File: src/hw/core_pkg.sv
`default_nettype none

package core_pkg;

    localparam int XLEN = 64;
    localparam int INST_BYTES = 4;

    typedef logic [XLEN-1:0] xlen_t;
    typedef logic [4:0]      reg_idx_t;
    typedef logic [31:0]     inst_t;

    localparam xlen_t RESET_PC = '0;

    // rv64 major opcodes
    localparam logic [6:0] OPC_OP     = 7'b0110011;
    localparam logic [6:0] OPC_OP_IMM = 7'b0010011;
    localparam logic [6:0] OPC_LOAD   = 7'b0000011;
    localparam logic [6:0] OPC_STORE  = 7'b0100011;
    localparam logic [6:0] OPC_BRANCH = 7'b1100011;
    localparam logic [6:0] OPC_JAL    = 7'b1101111;

    typedef enum logic [2:0] {
        ALU_ADD,
        ALU_SUB,
        ALU_AND,
        ALU_OR,
        ALU_XOR
    } alu_op_e;

    typedef struct packed {
        alu_op_e alu_op;
        logic    use_imm;
        logic    reg_we;
        logic    is_load;
        logic    is_store;
        logic    is_beq;
        logic    is_bne;
        logic    is_jal;
    } ctrl_t;

    typedef struct packed {
        logic  valid;
        xlen_t pc;
        inst_t inst;
    } if_id_t;

    typedef struct packed {
        logic     valid;
        xlen_t    pc;
        ctrl_t    ctrl;
        reg_idx_t rd;
        xlen_t    op_a;
        xlen_t    op_b;   // rs2 value, also store data
        xlen_t    imm;
    } id_ex_t;

    typedef struct packed {
        logic     valid;
        xlen_t    pc;
        reg_idx_t rd;
        logic     reg_we;
        logic     is_load;
        logic     is_store;
        xlen_t    alu_res;
        xlen_t    store_data;
    } ex_mem_t;

    typedef struct packed {
        logic     valid;
        xlen_t    pc;
        reg_idx_t rd;
        logic     reg_we;
        xlen_t    result;
    } mem_wb_t;

    typedef struct packed {
        xlen_t    pc;
        reg_idx_t rd;
        logic     rd_we;
        xlen_t    rd_data;
    } retire_t;

    typedef enum logic [1:0] {
        FWD_RF,
        FWD_EX,
        FWD_MEM,
        FWD_WB
    } fwd_sel_e;

endpackage

`default_nettype wire
File: src/hw/hazard_unit.sv
`timescale 1ns/1ps
`default_nettype none

module hazard_unit import core_pkg::*; (
    input  reg_idx_t rs1,
    input  reg_idx_t rs2,
    input  logic     src_load,
    input  id_ex_t   id_ex,
    input  ex_mem_t  ex_mem,
    input  mem_wb_t  mem_wb,
    output fwd_sel_e fwd_a,
    output fwd_sel_e fwd_b,
    output logic     stall
);
    logic ld_in_ex;

    // youngest writer wins
    function automatic fwd_sel_e pick_src(reg_idx_t rs, id_ex_t ex, ex_mem_t mem, mem_wb_t wb);
        if (rs == '0) begin
            return FWD_RF;
        end else if (ex.valid && ex.ctrl.reg_we && ex.rd == rs) begin
            return FWD_EX;
        end else if (mem.valid && mem.reg_we && mem.rd == rs) begin
            return FWD_MEM;
        end else if (wb.valid && wb.reg_we && wb.rd == rs) begin
            return FWD_WB;
        end
        return FWD_RF;
    endfunction

    assign fwd_a = pick_src(rs1, id_ex, ex_mem, mem_wb);
    assign fwd_b = pick_src(rs2, id_ex, ex_mem, mem_wb);

    assign ld_in_ex = id_ex.valid && id_ex.ctrl.is_load && id_ex.rd != '0;

    // load data not ready until the memory stage
    assign stall = ld_in_ex && (id_ex.rd == rs1 || (src_load && id_ex.rd == rs2));

endmodule

`default_nettype wire

File: config.mk
export PLATFORM = sky130hd
export DESIGN_NAME = hazard_unit
export DESIGN_NICKNAME = d
export VERILOG_FILES = /design/src/hw/core_pkg.sv /design/src/hw/hazard_unit.sv
export SDC_FILE = /design/constraint.sdc
export NUM_CORES = 1
export LEC_CHECK = 0
export ABC_AREA = 1
export BUFFER_PORTS_ARGS = -buffer_cell sky130_fd_sc_hd__buf_2
export CAP_MARGIN = 20
export CORE_AREA = 3 3 239 241
export DETAILED_ROUTE_END_ITERATION = 10
export DIE_AREA = 0 0 242 244
export GPL_ROUTABILITY_DRIVEN = 0
export GPL_TIMING_DRIVEN = 1
export MAX_ROUTING_LAYER = met4
export PLACE_DENSITY = 0.31
export SLEW_MARGIN = 20
export SYNTH_ARGS = -nofsm -noshare
export SYNTH_HDL_FRONTEND = slang
export SYNTH_SLANG_ARGS = --single-unit
File: constraint.sdc
create_clock -name vclk -period 1.2
set_clock_uncertainty 0.05 [all_clocks]
set_input_delay 0.18 -clock vclk [all_inputs]
set_output_delay 0.18 -clock vclk [all_outputs]
set_load 0.01 [all_outputs]
* Word level (Yosys, flattened, before mapping)
Index checks and enable logic that the tools add are counted. W data, S select, Z words.
Cells by class: add/subtract/negate cells 0, multiply operators 0, divide/modulo/power cells 0, magnitude comparators 0, eq/ne operators 6, shifts and indexed selects 0, mux-type cells 18, bitwise logic cells 0, reductions and logical operators 17
Operator list (number):
- $eq A5 B5 Y1 | 6
- $mux W2 | 10
- $logic_and A1 B1 Y1 | 13
- $logic_not A5 Y1 | 2
- $mux W1 | 8
- $reduce_bool A5 Y1 | 1
- $logic_or A1 B1 Y1 | 1
Storage, ports and cells: register bits 0, bits in latches 0, memory bits (writable) 0, ROM bits 0, logic and storage cells 41, memories 0

* Logic depth before layout (Yosys ltp)
Gate-level depths: netlist of run 1.
word-level depth 7, depth in mapped cells 8, mapped depth without buffers 8

* Worst setup path before layout of run 1
No wires, ideal clock.
path type input-to-output, start input port id_ex[195] (netlist name), end output port fwd_b[0], data arrival time 0.787 ns, data required time 0.970 ns, path slack 0.183 ns, stages on the path 6, path buffers 0, cell sequence inv_1 > nand2_1 > nand2_1 > nor2_1 > nand4_1 > a21oi_1
Between the ends: word-level cells in the longest chain between the ends 5, elaborated cells between the ends (all ways) 7, classes of those cells eq/ne (1); mux (5); reduce/logical (1)
RTL lines:
- start: declaration | RTL line hazard_unit.sv:8 | input id_ex_t id_ex,
- $eq A5 B5 Y1 * | RTL line hazard_unit.sv:21 | end else if (ex.valid && ex.ctrl.reg_we && ex.rd == rs) begin
- $logic_and A1 B1 Y1 * | RTL line hazard_unit.sv:21
- $mux W2 / $mux W1 (equally long branches) | RTL line hazard_unit.sv:21
- $mux W2 / $mux W1 (equally long branches) | RTL line hazard_unit.sv:19 | if (rs == '0) begin
- $mux W2 * | RTL line hazard_unit.sv:28 | return FWD_RF;
- end: declaration | RTL line hazard_unit.sv:12 | output fwd_sel_e fwd_b,
Every way passes the cells marked *; elsewhere a longest branch is shown, timed or not.

* Worst setup path in the final report of run 1
start input port rs2[1], end output port fwd_b[1]
Between the ends: word-level cells in the longest chain between the ends 7, elaborated cells between the ends (all ways) 15, classes of those cells eq/ne (3); mux (8); reduce/logical (4)
RTL lines:
- start: declaration | RTL line hazard_unit.sv:6 | input reg_idx_t rs2,
- $eq A5 B5 Y1 | RTL line hazard_unit.sv:25 | end else if (wb.valid && wb.reg_we && wb.rd == rs) begin
- $logic_and A1 B1 Y1 | RTL line hazard_unit.sv:25
- $mux W1 | RTL line hazard_unit.sv:25
- $mux W1 | RTL line hazard_unit.sv:23 | end else if (mem.valid && mem.reg_we && mem.rd == rs) begin
- $mux W1 | RTL line hazard_unit.sv:21
- $mux W1 | RTL line hazard_unit.sv:19
- $mux W2 * | RTL line hazard_unit.sv:28
Marks and branches as above.

==> run metrics, run 1 <==
DIE AREA 59000 um2; fin nets 842; status finished with violations; Avg Vias per Cell 1.24; Via Count 1202; routed len/inst 5.96 um; final non-filler cell total 972; RSZ-0062 raised after global routing yes; gr ovfl total 0; Setup Crit Path Kind in -> out; final WL 5790 um; Worst Path Arrival 1.19 ns; Row Count 86; CP max FO 3; Post-route DRC 0; core area 55100 um2; period utilization 1.19; area of the multi-input gates 721 um2; final hold violations 0; Power per Cell Area 224 nW/um2; worst vdd ir 104 uV; Layout clock buffers 0; setup_tns -0.860 ns; largest net degree at the start of global routing 6; I/O Pins 624; setup violators final 5; Buffers on Ports 38; kind of end point of the critical path output port; area grow syn2layout 263%; Final Cell Area 2370 um2; headroom to the max-slew limit 0.798; post-synth cell types 14; switching fraction of total power 0.513; Syn Inst Count 155; layout cells sized above 1 0.602; CP Launch Type input port; HPWL after DPL 5440 um; placed instance area 1970 um2; initial antenna violation count 6; Post-Syn Area 653 um2; Synth top area share 0.448; min cycle time layout 1.42 ns; Area contributors post-synth nand2_1 (45%), inv_1 (12%), nor2_1 (10%); vias in the first global route 1147; max-cap violations 0; Hold Crit Class in -> out; Seq. cell area 0 um2; clock power share 0; Req. time, crit path 0.97 ns; Yosys top cell by area nand2_1; placed instance count 967; Pleak 0.813 nW; top-count cell post-synth nand2_1; DRT iter0 DRCs 15; Synth top cells by count nand2_1 (78), inv_1 (21), nor2_1 (18), inv_2 (9), nand4_1 (6); fillers 6644; Ys Warns 0; Die Y 244 um; Comb power frac 1.000; fin. max-slew vios 0; FMAX 702 MHz; Starting Density 0.0119; CTS Hold Bufs 0; register area share after synthesis 0; first-pass iteration count of the detailed router 4; global-route wire length before repair 7940 um; sequential cells 0; Reg power frac 0; violated checks negative setup slack; Routed Antenna Nets 0; Avg Synthesized Cell Area 4.21 um2; worst slew pin tran 0.302 ns; Final WS setup -0.224 ns; die width 242 um; Internal 0.000259 W; Total GRT Usage 0.0192; Net Count, Synth 774; Psw 0.000273 W
## stage by stage
step                      total power [W]  hold slack [ns]    util  worst slack, ns
final                            0.000533            0.681  0.0431           -0.224
after detailed placement         0.000376            0.673  0.0358           -0.349
after global routing             0.000581            0.700  0.0431           -0.307
after global placement           0.000381            0.663  0.0358           -0.359
after CTS                        0.000461            0.673  0.0397           -0.241
after floorplan                  0.000144            0.435       -            0.183
## worst paths after layout
path / startpoint / end / slack [ns] / cells past startpoint
worst min-delay path: id_ex[201] / stall / 0.68 / 4
worst max-delay path: rs2[1] / fwd_b[1] / -0.22 / 9
## area by class of cell
class              instances  area share
diodes                     3     0.00316
multi-input cells        124       0.304
inverters                 31      0.0585
repair buffers            66       0.240
well taps                748       0.394
## worst max-delay path, cell delays in order
cell     delay (ns)
buf_8          0.10
buf_6          0.11
buf_4          0.12
nor2_1         0.13
nand4_1        0.15
nand2_1        0.10
nor2_1         0.05
buf_4          0.13
buf_6          0.11
## repair_timing
item	in CTS	in global routing
buffers inserted	1	1
resized for setup	66	52
cloned	0	0
endpoints found under the setup margin	5	5
pin swaps	22	30
## cells in the final DEF (no fill, tap or decap), types with 6 or more instances in the layout
master | Yosys | layout
buf_2 | 0 | 14
nor2_2 | 3 | 6
nand2_2 | 0 | 25
inv_2 | 9 | 10
buf_4 | 0 | 28
inv_4 | 0 | 9
nor2_1 | 18 | 12
nand2_1 | 78 | 51
a21oi_2 | 3 | 6
buf_6 | 0 | 20
nand4_1 | 6 | 6
inv_1 | 21 | 11
## per-layer routing
| layer | track usage | vias up | wire [um] |
|---|---|---|---|
| met4 | 0 | 0 | 27 |
| met1 | 0.0306 | 535 | 2970 |
| met5 | - | - | 0 |
| li1 | - | 610 | - |
| met3 | 0.00658 | 4 | 775 |
| met2 | 0.0234 | 53 | 2020 |
## logic make-up (layout without fill, tap and decap cells)
| family | count (synthesis) | after routing | share of synthesized area |
|---|---|---|---|
| other cells | 0 | 3 | 0 |
| buf+inv | 31 | 97 | 0.178 |
| simple gates | 109 | 109 | 0.669 |
| xor+xnor | 3 | 3 | 0.0402 |
| compound gates | 12 | 12 | 0.113 |
## power groups by stage
stage / combinational [W] / clock, W / sequential [W]
after floorplan: 0.000144 / 0 / 0
after global placement: 0.000381 / 0 / 0
after detailed placement: 0.000376 / 0 / 0
after CTS: 0.000461 / 0 / 0
after global routing: 0.000581 / 0.000000000334 / 0
final: 0.000533 / 0.000000000335 / 0
(Power assumes the default switching activity.)
==> inputs of run 2 (changes only) <==
- CORE_AREA: 3 3 239 241 -> 5 5 241 243
- DIE_AREA: 0 0 242 244 -> 0 0 246 248
==> run 2 against run 1 <==
The flow still finishes with violations (negative setup slack). Sequential share of layout area unchanged. Clock-buffer cell count stayed put. Total power fell by 8.1%. Routed wire length fell by 10%. Non-clock buffer count shrank 4. Fmax decreased by 5.0%. Combinational power down 8.1%. Utilization barely moved. Global-route usage shrank 0.26 points. Die area is 3.3% higher. Design area hardly changed. Cell count up 0.21%. Critical path type unchanged. Critical endpoint is now fwd_a[0]. Largest cell class unchanged.
==> run metrics, run 2 (synthesis results as in run 1) <==
max-cap violations 0 (unchanged); vias in the first global route 1076 (-6.2%); fin nets 838 (-0.48%); final WL 5200 um (-10%); Starting Density 0.0117 (-0.000136); status finished with violations; commonest cells after routing, fill and taps aside nand2_1 (52), buf_4 (23), buf_2 (19), nand2_2 (18), inv_1 (12); Routed Antenna Nets 0 (unchanged); fin. max-slew vios 0 (unchanged); first-pass iteration count of the detailed router 4 (unchanged); Hold Crit Class in -> out; CP max FO 5 (+2); commonest non-fill, non-tap cell in the layout nand2_1; Setup WS pre-CTS -0.537 ns (-0.188 ns); layout cells sized above 1 0.576 (-0.0258); setup_tns -0.962 ns (-0.102 ns); fillers 6729 (+1.3%); Via Count 1126 (-6.3%); min cycle time layout 1.50 ns (+0.0750 ns); Power per Cell Area 206 nW/um2 (-8.1%); Pleak 0.812 nW (-0.19%); CTS Hold Bufs 0 (unchanged); Avg Vias per Cell 1.16 (-6.5%); Row Count 87 (+1.2%); sequential cells 0 (unchanged); DIE AREA 61000 um2 (+3.3%); largest net degree at the start of global routing 6 (unchanged); grt met3 use 0.00883 (+0.00225); period utilization 1.25 (+0.0625); routed len/inst 5.34 um (-10%); violated checks negative setup slack; gr ovfl total 0 (unchanged); Total GRT Usage 0.0166 (-0.00257); setup violators final 5 (unchanged); initial antenna violation count 3 (-3); worst slew pin tran 0.273 ns (-0.0288 ns); Layout clock buffers 0 (unchanged); headroom to the max-slew limit 0.818 (+0.0196); FMAX 667 MHz (-5.0%); hold slack final 0.693 ns (+0.0125 ns); M2 GR Usage 0.0187 (-0.00470); core area 55700 um2 (+1.2%); Buffers on Ports 38 (unchanged); area grow syn2layout 264% (about the same); RSZ-0062 raised after global routing yes; final hold violations 0 (unchanged); worst vdd ir 117 uV (+13%); global route hottest layer met1; Post-route DRC 0 (unchanged); kind of end point of the critical path output port; CP Launch Type input port; GR Util met1 0.0262 (-0.00443); Final WS setup -0.299 ns (-0.0750 ns); Worst Path Arrival 1.27 ns (+0.08 ns); I/O Pins 624 (unchanged); DRT iter0 DRCs 42 (+27); Req. time, crit path 0.97 ns (about the same); die width 246 um (+1.7%); Post-Route Utilization 0.0426 (-0.000473); Setup Crit Path Kind in -> out; Die Y 248 um (+1.6%); global-route wire length before repair 7270 um (-8.5%); HPWL after DPL 4790 um (-12%); Seq. cell area 0 um2 (unchanged)
## run 2: cell types whose count changed in the layout (fill, tap and decap cells not counted), sizes merged
cell / delta
inv: -1
buf: -4
diode: -2
clkinv: +1
## run 2: metal layers
| metal | wire length (um) | share of wire | up-vias |
|---|---|---|---|
| li1 | - | - | 595 |
| met1 | 2810 | 0.54 | 489 |
| met2 | 1690 | 0.32 | 40 |
| met3 | 688 | 0.13 | 2 |
| met4 | 13 | 0.0025 | 0 |
| met5 | 0 | 0 | - |
## run 2: where the power goes
| part | internal, W | switching, W | total [W] |
|---|---|---|---|
| clock | 0.000000000112 | 0 | 0.000000000112 |
| sequential | 0 | 0 | 0 |
| combinational | 0.000237 | 0.000253 | 0.000490 |
## run 2: final timing paths
path,startpoint,depth (start not counted),slack [ns],end
hold / removal,id_ex[201],4,0.69,stall
setup / recovery,rs1[1],8,-0.30,fwd_a[0]
## run 2: per-stage QoR
stage	power, W	cells	area [um2]
finish	0.000490	974	2370
global route	0.000535	974	2370
CTS	0.000417	969	2170
detailed placement	0.000326	965	1910
global placement	0.000329	965	1910
floorplan	0.000144	155	653
## run 2: area by class of cell
class	count	area [um2]	area share
repair buffers	62	546	0.230
multi-input cells	124	714	0.301
inverters	31	166	0.0701
well taps	756	946	0.398
diodes	1	2.50	0.00105
## run 2: critical path: stages
cell	delay [ns]
buf_12	0.10
inv_6	0.04
nand2_4	0.04
nand2_2	0.07
a21oi_4	0.14
nand4_1	0.26
a21oi_4	0.30
buf_6	0.13
## run 2: timing repair
action | in CTS | in global routing
buffers inserted | 6 | 4
resized for setup | 71 | 59
setup endpoints to repair | 5 | 5
pin swaps | 25 | 34
==> inputs of run 3 (changes only) <==
- SKIP_LAST_GASP: not set -> 1
==> run 3 against run 2 <==
Fmax is the same. Routed wire length unchanged. Hold slack unchanged. Global-route usage unchanged. Critical path depth unchanged. Largest cell class unchanged. The flow still finishes with violations (negative setup slack). Die area stayed put. Clock-buffer cell count did not move. Worst setup slack stayed put.
==> run metrics, run 3 (synthesis results as in run 1) <==
status finished with violations; violated checks negative setup slack; Seq. cell area 0 um2 (unchanged); vias in the first global route 1076 (unchanged); headroom to the max-slew limit 0.818 (unchanged); Power per Cell Area 206 nW/um2 (about the same); Buffers on Ports 38 (unchanged); worst vdd ir 117 uV (unchanged); FMAX 667 MHz (unchanged); GR Util met1 0.0262 (unchanged); switching fraction of total power 0.516 (about the same); CP Launch Type input port; Psw 0.000253 W (about the same); final hold violations 0 (unchanged); setup violators final 5 (unchanged); Routed Antenna Nets 0 (unchanged); Via Count 1126 (unchanged); Hold Path End stall; Setup WS pre-CTS -0.537 ns (unchanged); Reg power frac 0 (unchanged); layout cells sized above 1 0.576 (unchanged); Internal 0.000237 W (about the same); fin nets 838 (unchanged); critical path's slowest cell a21oi_4; commonest non-fill, non-tap cell in the layout nand2_1; max-cap violations 0 (unchanged); Comb power frac 1.000 (about the same); commonest cells after routing, fill and taps aside nand2_1 (52), buf_4 (23), buf_2 (19), nand2_2 (18), inv_1 (12); DRT iter0 DRCs 42 (unchanged); DIE AREA 61000 um2 (unchanged); Total GRT Usage 0.0166 (unchanged); largest net degree at the start of global routing 6 (unchanged); Hold Crit Class in -> out; Pleak 0.812 nW (about the same); worst slew pin tran 0.273 ns (unchanged); final WL 5200 um (unchanged); I/O Pins 624 (unchanged); kind of end point of the critical path output port; M2 GR Usage 0.0187 (unchanged); Final WS setup -0.299 ns (unchanged); routed len/inst 5.34 um (unchanged); Row Count 87 (unchanged); CP Buf/Inv Count 3 (unchanged); Starting Density 0.0117 (unchanged); grt met3 use 0.00883 (unchanged); RSZ-0062 raised after global routing yes; Hold Crit Start id_ex[201]; CP max FO 5 (unchanged); fillers 6729 (unchanged); fin. max-slew vios 0 (unchanged); period utilization 1.25 (unchanged); crit-path cells buf_12, inv_6, nand2_4, nand2_2, a21oi_4, nand4_1, a21oi_4, buf_6; area grow syn2layout 264% (unchanged); Post-Route Utilization 0.0426 (unchanged); die width 246 um (unchanged); Setup Crit Path Kind in -> out; Post-route DRC 0 (unchanged); Crit path max-delay family compound AO/OA/AOI/OAI gates; core area 55700 um2 (unchanged); Worst Path Arrival 1.27 ns (about the same); Die Y 248 um (unchanged); slowest stage delay, CP 0.30 ns (about the same); global-route wire length before repair 7270 um (unchanged); global route hottest layer met1; area of the multi-input gates 714 um2 (unchanged); CP most frequent cell a21oi_4; initial antenna violation count 3 (unchanged); HPWL after DPL 4790 um (unchanged); min cycle time layout 1.50 ns (unchanged); setup_tns -0.965 ns (-0.00308 ns); gr ovfl total 0 (unchanged); sequential cells 0 (unchanged); Layout clock buffers 0 (unchanged); first-pass iteration count of the detailed router 4 (unchanged); clock power share 0 (unchanged); Req. time, crit path 0.97 ns (about the same); WHS Path Cells 4 (unchanged); Avg Vias per Cell 1.16 (unchanged)
-- run 3: worst max path at each step --
stage	from	to	slack, ns	cells past startpoint
2_1_floorplan	id_ex[195]	fwd_b[0]	0.18	6
3_3_place_gp	id_ex[193]	fwd_b[0]	-0.54	8
3_5_place_dp	id_ex[193]	fwd_b[0]	-0.54	8
4_1_cts	rs2[0]	fwd_b[0]	-0.31	9
5_1_grt	rs1[1]	fwd_a[0]	-0.36	8
6_report	rs1[1]	fwd_a[0]	-0.30	8
-- run 3: metrics by stage --
stage / power [W] / hold slack (ns) / instance area [um2] / instances
2_1_floorplan: 0.000144 / 0.435 / 653 / 155
3_3_place_gp: 0.000329 / 0.713 / 1910 / 965
3_5_place_dp: 0.000326 / 0.695 / 1910 / 965
4_1_cts: 0.000416 / 0.701 / 2160 / 969
5_1_grt: 0.000535 / 0.733 / 2370 / 974
6_report: 0.000490 / 0.693 / 2370 / 974
-- run 3: tightest hold or removal path: stages --
cell	delay [ns]
buf_2	0.10
o211ai_1	0.09
a21oi_2	0.05
buf_2	0.13
-- run 3: final cells by class --
cell class	count	area share
Multi-Input combinational cell	124	0.301
Timing Repair Buffer	62	0.230
Inverter	31	0.0701
Tap cell	756	0.398
Antenna cell	1	0.00105
-- run 3: power groups by stage --
stage	combinational [W]	clock [W]	sequential (W)
finish	0.000490	0.000000000112	0
global route	0.000535	0.000000000111	0
CTS	0.000416	0	0
detailed placement	0.000326	0	0
global placement	0.000329	0	0
floorplan	0.000144	0	0
-- run 3: repair_timing --
| action | in CTS | in global routing |
|---|---|---|
| hold buffers | 0 | 0 |
| cloned | 0 | 0 |
| setup endpoints to repair | 5 | 5 |
| setup buffers | 6 | 4 |
| pin swaps | 25 | 33 |
| resized for setup | 70 | 60 |
-- run 3: metal layers --
| layer | wire (um) | part of all wire | vias up |
|---|---|---|---|
| li1 | - | - | 595 |
| met1 | 2810 | 0.54 | 489 |
| met2 | 1690 | 0.32 | 40 |
| met3 | 688 | 0.13 | 2 |
| met4 | 13 | 0.0025 | 0 |
| met5 | 0 | 0 | - |
