**src/hw/mem_pkg.sv**
```systemverilog
`default_nettype none

package mem_pkg;

    localparam int MEM_W = 64;

    typedef logic [MEM_W-1:0] mem_word_t;

    typedef struct packed {
        mem_word_t addr;
        logic      we;
        mem_word_t wdata;
    } mem_req_t;

    typedef struct packed {
        mem_word_t rdata;
    } mem_rsp_t;

    typedef enum logic [2:0] {
        FETCH_REQ,
        FETCH_RSP,
        DATA_REQ,
        DATA_RSP,
        STEP
    } mem_state_e;

endpackage

`default_nettype wire

```
**src/hw/core_pkg.sv**
```systemverilog
`default_nettype none

package core_pkg;

    localparam int XLEN = 64;
    localparam int INST_BYTES = 4;

    typedef logic [XLEN-1:0] xlen_t;
    typedef logic [4:0]      reg_idx_t;
    typedef logic [31:0]     inst_t;

    localparam xlen_t RESET_PC = '0;

    // rv64 major opcodes
    localparam logic [6:0] OPC_OP     = 7'b0110011;
    localparam logic [6:0] OPC_OP_IMM = 7'b0010011;
    localparam logic [6:0] OPC_LOAD   = 7'b0000011;
    localparam logic [6:0] OPC_STORE  = 7'b0100011;
    localparam logic [6:0] OPC_BRANCH = 7'b1100011;
    localparam logic [6:0] OPC_JAL    = 7'b1101111;

    typedef enum logic [2:0] {
        ALU_ADD,
        ALU_SUB,
        ALU_AND,
        ALU_OR,
        ALU_XOR
    } alu_op_e;

    typedef struct packed {
        alu_op_e alu_op;
        logic    use_imm;
        logic    reg_we;
        logic    is_load;
        logic    is_store;
        logic    is_beq;
        logic    is_bne;
        logic    is_jal;
    } ctrl_t;

    typedef struct packed {
        logic  valid;
        xlen_t pc;
        inst_t inst;
    } if_id_t;

    typedef struct packed {
        logic     valid;
        xlen_t    pc;
        ctrl_t    ctrl;
        reg_idx_t rd;
        xlen_t    op_a;
        xlen_t    op_b;   // rs2 value, also store data
        xlen_t    imm;
    } id_ex_t;

    typedef struct packed {
        logic     valid;
        xlen_t    pc;
        reg_idx_t rd;
        logic     reg_we;
        logic     is_load;
        logic     is_store;
        xlen_t    alu_res;
        xlen_t    store_data;
    } ex_mem_t;

    typedef struct packed {
        logic     valid;
        xlen_t    pc;
        reg_idx_t rd;
        logic     reg_we;
        xlen_t    result;
    } mem_wb_t;

    typedef struct packed {
        xlen_t    pc;
        reg_idx_t rd;
        logic     rd_we;
        xlen_t    rd_data;
    } retire_t;

    typedef enum logic [1:0] {
        FWD_RF,
        FWD_EX,
        FWD_MEM,
        FWD_WB
    } fwd_sel_e;

endpackage

`default_nettype wire
```
**src/hw/mem_sequencer.sv**
```systemverilog
`timescale 1ns/1ps
`default_nettype none

module mem_sequencer import core_pkg::*, mem_pkg::*; (
    input  logic      clk,
    input  logic      rst,
    input  xlen_t     fetch_addr,
    input  ex_mem_t   ex_mem,
    output logic      imem_req_valid,
    input  logic      imem_req_ready,
    output mem_req_t  imem_req,
    input  logic      imem_rsp_valid,
    output logic      imem_rsp_ready,
    input  mem_rsp_t  imem_rsp,
    output logic      dmem_req_valid,
    input  logic      dmem_req_ready,
    output mem_req_t  dmem_req,
    input  logic      dmem_rsp_valid,
    output logic      dmem_rsp_ready,
    input  mem_rsp_t  dmem_rsp,
    output mem_word_t fetch_word,
    output xlen_t     load_data,
    output logic      step
);
    mem_state_e state;
    mem_state_e state_nxt;
    logic       need_data;

    assign need_data = ex_mem.valid && (ex_mem.is_load || ex_mem.is_store);

    always_comb begin
        state_nxt = state;
        case (state)
            FETCH_REQ: if (imem_req_ready) state_nxt = FETCH_RSP;
            FETCH_RSP: if (imem_rsp_valid) state_nxt = need_data ? DATA_REQ : STEP;
            DATA_REQ:  if (dmem_req_ready) state_nxt = DATA_RSP;
            DATA_RSP:  if (dmem_rsp_valid) state_nxt = STEP;
            default:   state_nxt = FETCH_REQ; // step lasts one cycle
        endcase
    end

    always_ff @(posedge clk or posedge rst) begin
        if (rst) begin
            state <= FETCH_REQ;
        end else begin
            state <= state_nxt;
        end
    end

    always_ff @(posedge clk) begin
        if (imem_rsp_valid && imem_rsp_ready) begin
            fetch_word <= imem_rsp.rdata;
        end
        if (dmem_rsp_valid && dmem_rsp_ready) begin
            load_data <= dmem_rsp.rdata;
        end
    end

    assign imem_req_valid = (state == FETCH_REQ);
    assign imem_rsp_ready = (state == FETCH_RSP);
    assign dmem_req_valid = (state == DATA_REQ);
    assign dmem_rsp_ready = (state == DATA_RSP);
    assign step           = (state == STEP);

    // doubleword aligned fetch, read only
    assign imem_req = '{addr: {fetch_addr[XLEN-1:3], 3'b000}, we: 1'b0, wdata: '0};

    assign dmem_req = '{addr: ex_mem.alu_res, we: ex_mem.is_store, wdata: ex_mem.store_data};

endmodule

`default_nettype wire

```
**config.mk**
```make
export PLATFORM = sky130hd
export DESIGN_NAME = mem_sequencer
export DESIGN_NICKNAME = d
export VERILOG_FILES = /design/src/hw/mem_pkg.sv /design/src/hw/core_pkg.sv /design/src/hw/mem_sequencer.sv
export SDC_FILE = /design/constraint.sdc
export NUM_CORES = 1
export LEC_CHECK = 0
export BUFFER_PORTS_ARGS = -buffer_cell sky130_fd_sc_hd__buf_2
export CORE_AREA = 4 4 310 312
export CTS_CLUSTER_DIAMETER = 50
export CTS_CLUSTER_SIZE = 20
export DETAILED_ROUTE_END_ITERATION = 8
export DIE_AREA = 0 0 314 316
export GPL_ROUTABILITY_DRIVEN = 0
export HOLD_SLACK_MARGIN = 0.06
export PLACE_DENSITY_LB_ADDON = 0.25
export SYNTH_ARGS = -nofsm -noshare
export SYNTH_HDL_FRONTEND = slang
export SYNTH_SLANG_ARGS = --single-unit
```
**constraint.sdc**
```tcl
create_clock -name clk -period 6.2 [get_ports clk]
set_clock_uncertainty 0.05 [all_clocks]
set_input_delay 0.31 -clock clk [delete_from_list [all_inputs] [get_ports clk]]
set_output_delay 0.31 -clock clk [all_outputs]
set_load 0.01 [all_outputs]
```
# [Word-level counts from Yosys, hierarchy flattened]
# Cells that the tools add are included.
[classes] n_addsub=0 n_mul=0 div_mod_pow=0 magnitude_cmp=0 n_eq_ne=8 n_shift=0 n_mux=6 bitwise=0 reduce_logical=6
[op_table] op="$mux W3" n=5
[op_table] op="$pmux W3 S4" n=1
[op_table] op="$eq A3 B2 Y1 const B" n=2
[op_table] op="$ne A2 B1 Y1 const B" n=2
[op_table] op="$ne A2 B2 Y1 const B" n=2
[op_table] op="$reduce_and A4 Y1" n=1
[op_table] op="$eq A3 B1 Y1 const B" n=1
[op_table] op="$eq A3 B3 Y1 const B" n=1
[op_table] op="$logic_and A1 B1 Y1" n=3
[op_table] op="$logic_not A3 Y1" n=1
[op_table] op="$logic_or A1 B1 Y1" n=1
[totals] reg_bits=131 latch_bits=0 mem_bits_rw=0 romBits=0 inputBits=399 memories=0

# [Depth between registers and ports, before layout]
# Gate-level depths: netlist (run 1).
[logic_depth] ltp_word=5 mapped_depth=3 mapped_depth_nobuf=2

# [Worst setup path after synthesis (run 1)]
# No wires, ideal clock.
[synth_path] kind="reg2reg" from="register state[1]" to="register load_data[0], enable pin" setup_time_ns=0.431 t_arrival_ns=2.072 t_required_ns=5.719 setup_slack_ns=3.647 path_stages_with_launch=3 n_path_buf=1 path_cell_list="dfrtp_1 buf_6 and4b_1"
[synth_via] elab_chain_cells=2
[synth_rtl] element="start, declared" line="mem_sequencer.sv:25" source="mem_state_e state;"
[synth_rtl] element="start signal, assigned" line="mem_sequencer.sv:46" source="state <= state_nxt;"
[synth_rtl] element="$eq A3 B2 Y1" line="mem_sequencer.sv:62" source="assign dmem_rsp_ready = (state == DATA_RSP);"
[synth_rtl] element="$logic_and A1 B1 Y1" line="mem_sequencer.sv:54" source="if (dmem_rsp_valid && dmem_rsp_ready) begin"
[synth_rtl] element="end signal, assigned" line="mem_sequencer.sv:55" source="load_data <= dmem_rsp.rdata;"
[synth_rtl] element="end, declared" line="mem_sequencer.sv:22" source="output xlen_t load_data,"
# Every way passes these cells.
# A chain may end at the register's enable or synchronous reset.

# [Worst setup path after layout (run 1)]
[layout_path] from="register state[1]" to="register fetch_word[17], enable pin"
[layout_via] elab_chain_cells=2
[layout_rtl] element="$eq A3 B1 Y1" line="mem_sequencer.sv:60" source="assign imem_rsp_ready = (state == FETCH_RSP);"
[layout_rtl] element="$logic_and A1 B1 Y1" line="mem_sequencer.sv:51" source="if (imem_rsp_valid && imem_rsp_ready) begin"
[layout_rtl] element="end signal, assigned" line="mem_sequencer.sv:52" source="fetch_word <= imem_rsp.rdata;"
[layout_rtl] element="end, declared" line="mem_sequencer.sv:21" source="output mem_word_t fetch_word,"
# Every way passes these cells.

==> out/results.ini, run 1 <==
[outcome]
status=finished, final reports clean

[routing]
drt_wl_total_um=27900
antenna_left=0
dr.pass1.iters=4
vias=3657
drc=0
vias_per_cell=1.92
routedWlPerCell_um=14.7
first_iter_violations=170

[floorplan]
coreArea_mm2=0.0930
dieWidth_um=314
die_area_mm2=0.0992
fp-row-count=112
die_h_um=316
initial_utilization_pct=6.46
pin_count=790

[cts]
worstSkewPairLatency_ns=0.41
cts_max_level=4
clockBufferDepth=2
root_buffer=clkbuf_16
cts.sinks=131
clkTransAtPathRegs_ns=0.06
cts_buffers=17
cts_tree=yes

[yosys]
netlist-cell-type-count=22
synth_edf_count=128
synth_area_leader_cell=edfxtp_1
synth_area_mm2=0.00601
yosysSeqAreaShare_pct=65.2
synth.most_common_cell=buf_4
ys_top_cells_by_count=buf_4, edfxtp_1, dfrtp_1, inv_1, nor2_1
synth_area_leaders=edfxtp_1, buf_4, dfrtp_1
synthesis.instances=411
synth-seq-cells=131
async_flop_share_pct=2.29
synth_warnings=0
synth_top_cell_area_share_pct=63.9
synthFlopType=edfxtp_1
avgSynthCellArea_um2=14.6

[finish]
diodes=0
final_layout_size_suffix_gt1_share_pct=47.4
area_delta_synth_final_pct=52.3
stdcell_count=1904
final_net_count=1036

[job]
drv_cap=0

[timing]
fin_tns_setup_ns=0
rsz0062_at_grt=false
max_freq_mhz=486
max_slew_margin_pct=25.3
hold_viol_final=0
period_needed_ns=2.06
setup_violations=0
drv_slew=0
layout_worst_path_cycle_share_pct=33.2
tightest_slew_ns=1.12

[placed_design]
hpwlAfterDp_um=23500
io_buffer_count=270
placed_cells=1744

[global_route]
overflow=0
grt_first_pass_wirelength_um=33500
grt_pass1_vias=3649
track_usage_pct=5.18
antenna_found_initial=2
grt_start_max_net_pins=67

[setup_path]
end_kind=flop
crit_fanout=66
max_stage_delay_ns=1.09
cp_num_buf_inv=0
criticalPathCategory=flop to flop
worst_path_max_delay_cell=and4bb_4
arrival_ns=2.03
critPathLaunchType=flop
cp_cell_sequence=and4bb_4
critical-path-top-delay-family=simple AND/OR/NAND/NOR gates
required_ns=6.18

[worst_hold_path]
hold_class=primary input to flop

[power_and_ir_drop]
ir_worst_vdd_mv=0.133
power.density_mw_per_mm2=295
p_leak_nw=3.41

worst paths after layout:
kind	slack, ns	cells past startpoint	to	from
setup reg to reg	4.14	1	fetch_word[17]	state[1]
min in group asynchronous	0.27	3	state[1]	rst
max in group asynchronous	5.71	3	state[0]	rst
hold reg to reg	0.60	2	state[0]	state[2]
hold / removal	0.08	1	fetch_word[16]	imem_rsp[16]
setup / recovery	4.14	1	fetch_word[17]	state[1]
logic make-up after synthesis:
| group | share of synthesized area (%) |
|---|---|
| buffers and inverters | 32.6 |
| multiplexers | 0.354 |
| other | 0.0623 |
| AO/OA/AOI/OAI | 0.707 |
| AND/OR/NAND/NOR | 1.14 |
| flip-flops | 65.2 |
metal layers:
| layer | wire length, um | GRT usage [%] |
|---|---|---|
| met5 | 128 | 0.919 |
| met1 | 7820 | 4.09 |
| met2 | 13400 | 8.93 |
| met4 | 1310 | 3.07 |
| met3 | 5210 | 3.97 |
report_power, final:
| part | internal [W] | switching [W] |
|---|---|---|
| logic | 0.000175 | 0.000262 |
| clock network | 0.000680 | 0.000418 |
| registers | 0.00112 | 0.0000466 |
sequential cells by signal (all words and copies together), names as in the netlist:
register	cells
fetch_word	64
load_data	64
state	3
timing repair:
item | in CTS | in global routing
endpoints found under the setup margin | 0 | 0
resized for setup | 0 | 0
hold buffers | 125 | 3
setup buffers | 0 | 0
hold endpoints to repair | 127 | 3
cell type report:
type	count	area, um2
clock buffers	18	429
clock inverters	14	200
fillers	10800	83900
inverters	3	11.3
multi-input cells	85	389
flip-flops and latches	131	3920
well taps	1254	1570
repair buffers	399	2640
stage by stage:
step / worst slack, ns / util (%) / area, um2 / power, W / hold slack (ns)
2_1_floorplan: 3.65 / - / 6270 / 0.00149 / 0.0136
3_3_place_gp: 4.12 / 7.79 / 7250 / 0.00157 / 0.133
3_5_place_dp: 4.07 / 7.79 / 7250 / 0.00156 / 0.128
4_1_cts: 4.07 / 9.81 / 9130 / 0.00276 / 0.0602
5_1_grt: 4.01 / 9.84 / 9160 / 0.00283 / 0.0691
6_report: 4.14 / 9.84 / 9160 / 0.00270 / 0.0828
cell usage in the layout (no fill, tap or decap):
cell type | netlist | layout
a21o_1 | 1 | 1
a32o_1 | 1 | 1
and3_1 | 1 | 1
and3_2 | 1 | 1
and4b_2 | 0 | 1
and4bb_4 | 1 | 1
buf_2 | 0 | 270
buf_4 | 258 | 1
bufinv_16 | 0 | 4
clkbuf_1 | 0 | 1
clkbuf_16 | 0 | 17
clkinv_2 | 0 | 2
clkinv_4 | 0 | 1
clkinvlp_4 | 0 | 2
conb_1 | 1 | 68
dfrtp_1 | 3 | 3
dlygate4sd3_1 | 0 | 128
edfxtp_1 | 128 | 128
inv_1 | 3 | 3
inv_6 | 0 | 4
inv_8 | 0 | 1
mux2_2 | 1 | 1
mux2i_1 | 1 | 1
nand2_1 | 1 | 1
nand2b_1 | 1 | 1
nor2_1 | 2 | 2
nor3_1 | 1 | 1
o21a_1 | 1 | 1
o21ai_0 | 1 | 1
o22ai_2 | 1 | 1
or2_2 | 1 | 1
Note: power is estimated with default switching activity, not from simulation.
==> run 2, diff against run 1 <==
--- a/config.mk
+++ b/config.mk
@@ -6,11 +6,11 @@
 export NUM_CORES = 1
 export LEC_CHECK = 0
 export BUFFER_PORTS_ARGS = -buffer_cell sky130_fd_sc_hd__buf_2
-export CORE_AREA = 4 4 310 312
+export CORE_AREA = 4 4 307 309
 export CTS_CLUSTER_DIAMETER = 50
 export CTS_CLUSTER_SIZE = 20
 export DETAILED_ROUTE_END_ITERATION = 8
-export DIE_AREA = 0 0 314 316
+export DIE_AREA = 0 0 311 313
 export GPL_ROUTABILITY_DRIVEN = 0
 export HOLD_SLACK_MARGIN = 0.06
 export PLACE_DENSITY_LB_ADDON = 0.25
==> constraint.sdc (replaced) <==
create_clock -name clk -period 1.8 [get_ports clk]
set_clock_uncertainty 0.05 [all_clocks]
set_input_delay 0.09 -clock clk [delete_from_list [all_inputs] [get_ports clk]]
set_output_delay 0.09 -clock clk [all_outputs]
set_load 0.01 [all_outputs]
==> out/results.ini, run 2 (synthesis results as in run 1) <==
[global_route]
grt_first_pass_wirelength_um=36000  ; was 33500 um
grt_start_max_net_pins=50  ; was 67
track_usage_pct=5.58  ; was 5.18%
antenna_found_initial=26  ; was 2
grt_pass1_vias=3993  ; was 3649
overflow=0  ; unchanged

[routing]
vias_per_cell=2.05  ; was 1.92
routedWlPerCell_um=15.3  ; was 14.7 um
wl_met1_um=9930  ; was 7820 um
vias=3802  ; was 3657
met2_length_um=12500  ; was 13400 um
first_iter_violations=228  ; was 170
antenna_left=0  ; unchanged
routed.top_layer=met5  ; unchanged
drc=0  ; unchanged
dr.pass1.iters=4  ; unchanged
wl_met3_um=4770  ; was 5210 um
drt_wl_total_um=28400  ; was 27900 um

[power_and_ir_drop]
pwr-share-seq_pct=44.1  ; was 43.1%
p_sw_w=0.00242  ; was 0.000727 W
power.density_mw_per_mm2=975  ; was 295 mW/mm2
swShare_pct=26.9  ; about the same
internal_power_w=0.00658  ; was 0.00197 W
p_leak_nw=3.46  ; was 3.41 nW
power.clock.fraction_pct=38.1  ; was 40.7%
ir_worst_vdd_mv=0.474  ; was 0.133 mV
p_comb_share_pct=17.8  ; was 16.2%

[floorplan]
initial_utilization_pct=6.58  ; was 6.46%
die_area_mm2=0.0973  ; was 0.0992 mm2
fp-row-count=111  ; was 112
dieWidth_um=311  ; was 314 um
pin_count=790  ; unchanged
die_h_um=313  ; was 316 um
coreArea_mm2=0.0914  ; was 0.0930 mm2

[setup_path]
r2r_slack_ns=0.13  ; was 4.14 ns
required_ns=2.10  ; was 6.18 ns
arrival_ns=1.97  ; was 2.03 ns
end_kind=flop  ; unchanged
criticalPathCategory=flop to flop  ; unchanged
crit_fanout=9  ; was 66
critPathLaunchType=flop  ; unchanged

[finish]
largestRegisters=fetch_word (64), load_data (64), state (3)  ; unchanged
multiInputGateArea_um2=392  ; was 389 um2
mostFrequentLayoutCells=buf_2, dlygate4sd3_1, edfxtp_1  ; was buf_2, edfxtp_1, dlygate4sd3_1
area_delta_synth_final_pct=53.4  ; was 52.3%
final_util_pct=10.1  ; was 9.84%
mostFrequentLayoutCell=buf_2  ; unchanged
final_layout_size_suffix_gt1_share_pct=47.0  ; was 47.4%
regArea_mm2=0.00392  ; unchanged
fill_cells=10500  ; was 10800
final_net_count=1052  ; was 1036

[cts]
cts_buffers=17  ; unchanged
clockBufferDepth=2  ; unchanged
worstSkewPairLatency_ns=0.42  ; was 0.41 ns
clkTransAtPathRegs_ns=0.06  ; about the same
root_buffer=clkbuf_16  ; unchanged
cts.sinks=131  ; unchanged
cts_resized=0  ; unchanged
cts_tree=yes  ; unchanged
cts_setup_buffers=0  ; unchanged
cts_max_level=4  ; unchanged

[timing]
max_freq_mhz=598  ; was 486 MHz
fin_tns_setup_ns=0  ; unchanged
layout_worst_path_cycle_share_pct=92.9  ; was 33.2%
drv_slew=0  ; unchanged
hold_viol_final=0  ; unchanged
period_needed_ns=1.67  ; was 2.06 ns
setup_violations=0  ; unchanged
rsz0062_at_grt=false  ; unchanged

[worst_hold_path]
hold_class=primary input to output port  ; was primary input to flop

[outcome]
status=finished, final reports clean  ; unchanged

[job]
drv_cap=0  ; unchanged

[placed_design]
io_buffer_count=270  ; unchanged
hpwlAfterDp_um=24400  ; was 23500 um

## run 2: cell count changes in the layout (fill, tap and decap cells not counted), moves of 2 or more
cell,change
dlygate4sd3_1,+11
buf_4,+2
inv_6,-2
clkinv_4,+5
bufinv_16,-2
diode_2,+4
buf_12,+3
## run 2: timing repair
item | CTS | global route
endpoints found under the setup margin | 0 | 0
hold buffers | 139 | 0
hold endpoints to repair | 134 | 0
## run 2: worst max-delay path: stages, from the launching register on
cell,delay [ns]
dfrtp_1,0.51
mux2_2,0.38
dlygate4sd3_1,0.57
o22ai_2,0.09
## run 2: path summary, 6_finish.rpt
check | from | end | cells past startpoint
max in group asynchronous | rst | state[2] | 4
hold reg to reg | state[2] | state[0] | 2
setup / recovery | state[1] | state[0] | 3
setup reg to reg | state[1] | state[0] | 3
min in group asynchronous | rst | state[0] | 4
hold / removal | ex_mem[19] | dmem_req[19] | 0
## run 2: cell type report
| type | count | area share [%] |
|---|---|---|
| sequential | 131 | 42.5 |
| timing repair buffer | 415 | 30.6 |
| tap | 1186 | 16.1 |
| clock buffer | 17 | 4.61 |
| multi-input combinational | 85 | 4.25 |
| clock inverter | 15 | 1.72 |
| inverter | 3 | 0.122 |
| antenna | 4 | 0.109 |
## run 2: metal layers
layer  vias to the layer above  GRT usage [%]
met3                        85           3.96
li1                       1562              -
met2                       405           8.29
met4                         8           2.46
met5                         -          0.988
met1                      1742           5.99
## run 2: metrics by stage
| step | cell area (um2) | setup WS [ns] | hold slack [ns] | cells | total power, W |
|---|---|---|---|---|---|
| after floorplan | 6270 | 0.0923 | -0.206 | 478 | 0.00514 |
| after global placement | 7240 | 0.276 | -0.0866 | 1681 | 0.00539 |
| after detailed placement | 7240 | 0.263 | -0.0934 | 1681 | 0.00539 |
| after CTS | 9220 | 0.121 | 0.130 | 1852 | 0.00920 |
| after global routing | 9220 | 0.0699 | 0.130 | 1852 | 0.00947 |
| final | 9230 | 0.128 | 0.130 | 1856 | 0.00900 |
## run 2: power groups by stage
| stage | Clock (W) | Combinational, W | Sequential [W] |
|---|---|---|---|
| after floorplan | 0 | 0.000959 | 0.00419 |
| after global placement | 0 | 0.00136 | 0.00402 |
| after detailed placement | 0 | 0.00136 | 0.00403 |
| after CTS | 0.00358 | 0.00165 | 0.00397 |
| after global routing | 0.00372 | 0.00174 | 0.00400 |
| final | 0.00343 | 0.00160 | 0.00396 |
==> run 3, diff against run 2 <==
--- a/config.mk
+++ b/config.mk
@@ -6,11 +6,11 @@
 export NUM_CORES = 1
 export LEC_CHECK = 0
 export BUFFER_PORTS_ARGS = -buffer_cell sky130_fd_sc_hd__buf_2
-export CORE_AREA = 4 4 307 309
+export CORE_AREA = 4 4 301 303
 export CTS_CLUSTER_DIAMETER = 50
 export CTS_CLUSTER_SIZE = 20
 export DETAILED_ROUTE_END_ITERATION = 8
-export DIE_AREA = 0 0 311 313
+export DIE_AREA = 0 0 305 307
 export GPL_ROUTABILITY_DRIVEN = 0
 export HOLD_SLACK_MARGIN = 0.06
 export PLACE_DENSITY_LB_ADDON = 0.25
==> constraint.sdc (replaced) <==
create_clock -name clk -period 1.6 [get_ports clk]
set_clock_uncertainty 0.05 [all_clocks]
set_input_delay 0.08 -clock clk [delete_from_list [all_inputs] [get_ports clk]]
set_output_delay 0.08 -clock clk [all_outputs]
set_load 0.01 [all_outputs]
==> out/results.ini, run 3 (synthesis results as in run 1) <==
[outcome]
status=finished, final reports clean  ; unchanged

[finish]
area_delta_synth_final_pct=53.9  ; was 53.4%
final_net_count=1054  ; was 1052
fill_cells=10100  ; was 10500
mostFrequentLayoutCells=buf_2, dlygate4sd3_1, edfxtp_1  ; unchanged
largestRegisters=fetch_word (64), load_data (64), state (3)  ; unchanged
stdcell_count=1833  ; was 1856
mostFrequentLayoutCell=buf_2  ; unchanged
stdcell_area_mm2=0.00926  ; was 0.00923 mm2
final_layout_size_suffix_gt1_share_pct=47.6  ; was 47.0%
diodes=0  ; was 4

[routing]
drc=0  ; unchanged
first_iter_violations=179  ; was 228
drt_wl_total_um=21800  ; was 28400 um
vias=3723  ; was 3802
routedWlPerCell_um=11.9  ; was 15.3 um
vias_per_cell=2.03  ; was 2.05
antenna_left=0  ; unchanged
dr.pass1.iters=4  ; unchanged

[timing]
rsz0062_at_grt=false  ; unchanged
period_needed_ns=1.49
hold_ws_ns=0.110  ; was 0.130 ns
drv_slew=0  ; unchanged
max_freq_mhz=673
layout_worst_path_cycle_share_pct=92.8
setup_violations=0  ; unchanged
hold_viol_final=0  ; unchanged

[global_route]
antenna_found_initial=1  ; was 26
grt_pass1_vias=3901  ; was 3993
track_usage_pct=4.31  ; was 5.58%
overflow=0  ; unchanged
grt_start_max_net_pins=48  ; was 50
grt_first_pass_wirelength_um=28600  ; was 36000 um

[worst_hold_path]
hold_class=primary input to output port  ; unchanged
worst_hold_path.endpoint=dmem_req[10]  ; was dmem_req[19]
min-delay-start=ex_mem[10]  ; was ex_mem[19]
holdPathStages=0  ; unchanged

[power_and_ir_drop]
p_comb_share_pct=17.6  ; was 17.8%
power.clock.fraction_pct=40.1  ; was 38.1%
p_sw_w=0.00280  ; was 0.00242 W
swShare_pct=26.7  ; was 26.9%
p_leak_nw=3.49  ; was 3.46 nW
power.density_mw_per_mm2=1130  ; was 975 mW/mm2
power.total_w=0.0105  ; was 0.00900 W
ir_worst_vdd_mv=0.646  ; was 0.474 mV
pwr-share-seq_pct=42.3  ; was 44.1%
internal_power_w=0.00768  ; was 0.00658 W

[placed_design]
placed_area_mm2=0.00724  ; about the same
hpwlAfterDp_um=17200  ; was 24400 um
placed_cells=1662  ; was 1681
io_buffer_count=270  ; unchanged

[cts]
root_buffer=clkbuf_16  ; unchanged
clkTransAtPathRegs_ns=0.07  ; was 0.06 ns
cts_max_level=4  ; unchanged
cts_tree=yes  ; unchanged
cts.sinks=131  ; unchanged
worstSkewPairLatency_ns=0.42  ; about the same
clockBufferDepth=2  ; unchanged
cts_buffers=17  ; unchanged

[setup_path]
criticalPathCategory=flop to output port  ; was flop to flop
required_ns=1.47  ; was 2.10 ns
r2r-end=fetch_word[12]  ; was state[0]
arrival_ns=1.36  ; was 1.97 ns
rr_startpoint=state[2]  ; was state[1]
crit_fanout=7  ; was 9
reg2regPathDepth=2  ; was 3
r2r_slack_ns=0.14  ; was 0.13 ns
end_kind=output port  ; was flop
critPathLaunchType=flop  ; unchanged

[floorplan]
coreArea_mm2=0.0880  ; was 0.0914 mm2
pin_count=790  ; unchanged
dieWidth_um=305  ; was 311 um
die_h_um=307  ; was 313 um
fp-row-count=109  ; was 111
initial_utilization_pct=6.84  ; was 6.58%
die_area_mm2=0.0936  ; was 0.0973 mm2

[job]
drv_cap=0  ; unchanged

## run 3: cell types whose count changed in the layout (fill, tap and decap cells not counted), moves of 2 or more
cell and change:
clkinv_2 -2, diode_2 -4, inv_6 +3, inv_8 +3
buf_4 +2, clkinv_4 -5
## run 3: layout make-up
type	count	area [um2]	area share (%)
Clock buffer	18	429	4.64
Clock inverter	14	191	2.07
Inverter	3	11.3	0.122
Multi-Input combinational cell	85	397	4.28
Sequential cell	131	3920	42.3
Tap cell	1165	1460	15.7
Timing Repair Buffer	417	2850	30.8
## run 3: worst max path at each step
| stage | startpoint | endpoint | slack [ns] | depth (start not counted) |
|---|---|---|---|---|
| final | state[0] | step | 0.11 | 3 |
| after global routing | state[2] | imem_req_valid | 0.04 | 3 |
| after CTS | state[2] | dmem_req_valid | 0.006 | 3 |
| after detailed placement | state[2] | fetch_word[47] | 0.11 | 2 |
| after global placement | state[2] | fetch_word[2] | 0.15 | 2 |
| after floorplan | state[1] | fetch_word[0] | -0.11 | 2 |
## run 3: layer usage
layer	vias up	part of all wire, %	GRT usage [%]
met1	1651	28	3.29
met4	4	8.6	4.27
met3	150	16	2.80
li1	1551	-	-
met2	367	47	7.07
met5	-	0.51	1.01
## run 3: what timing repair did
item,CTS,global route
buffers inserted,1,0
endpoints found under the setup margin,2,2
resized for setup,1,2
hold endpoints to repair,134,0
hold buffers,138,0
## run 3: critical path, stage by stage (launching register included)
cell and delay [ns]:
dfrtp_2 0.40, buf_4 0.16, nor3_1 0.20, buf_2 0.17
## run 3: stage by stage
stage | TNS [ns] | util, % | setup slack [ns]
2_1_floorplan | -8.54 | - | -0.108
3_3_place_gp | 0 | 8.23 | 0.154
3_5_place_dp | 0 | 8.23 | 0.114
4_1_cts | 0 | 10.5 | 0.00556
5_1_grt | 0 | 10.5 | 0.0367
6_report | 0 | 10.5 | 0.115
## run 3: power groups by stage
stage	Sequential, W	Clock, W	Combinational, W
after detailed placement	0.00452	0	0.00155
after floorplan	0.00471	0	0.00108
final	0.00443	0.00420	0.00185
after global placement	0.00452	0	0.00156
after CTS	0.00443	0.00441	0.00188
after global routing	0.00447	0.00452	0.00200
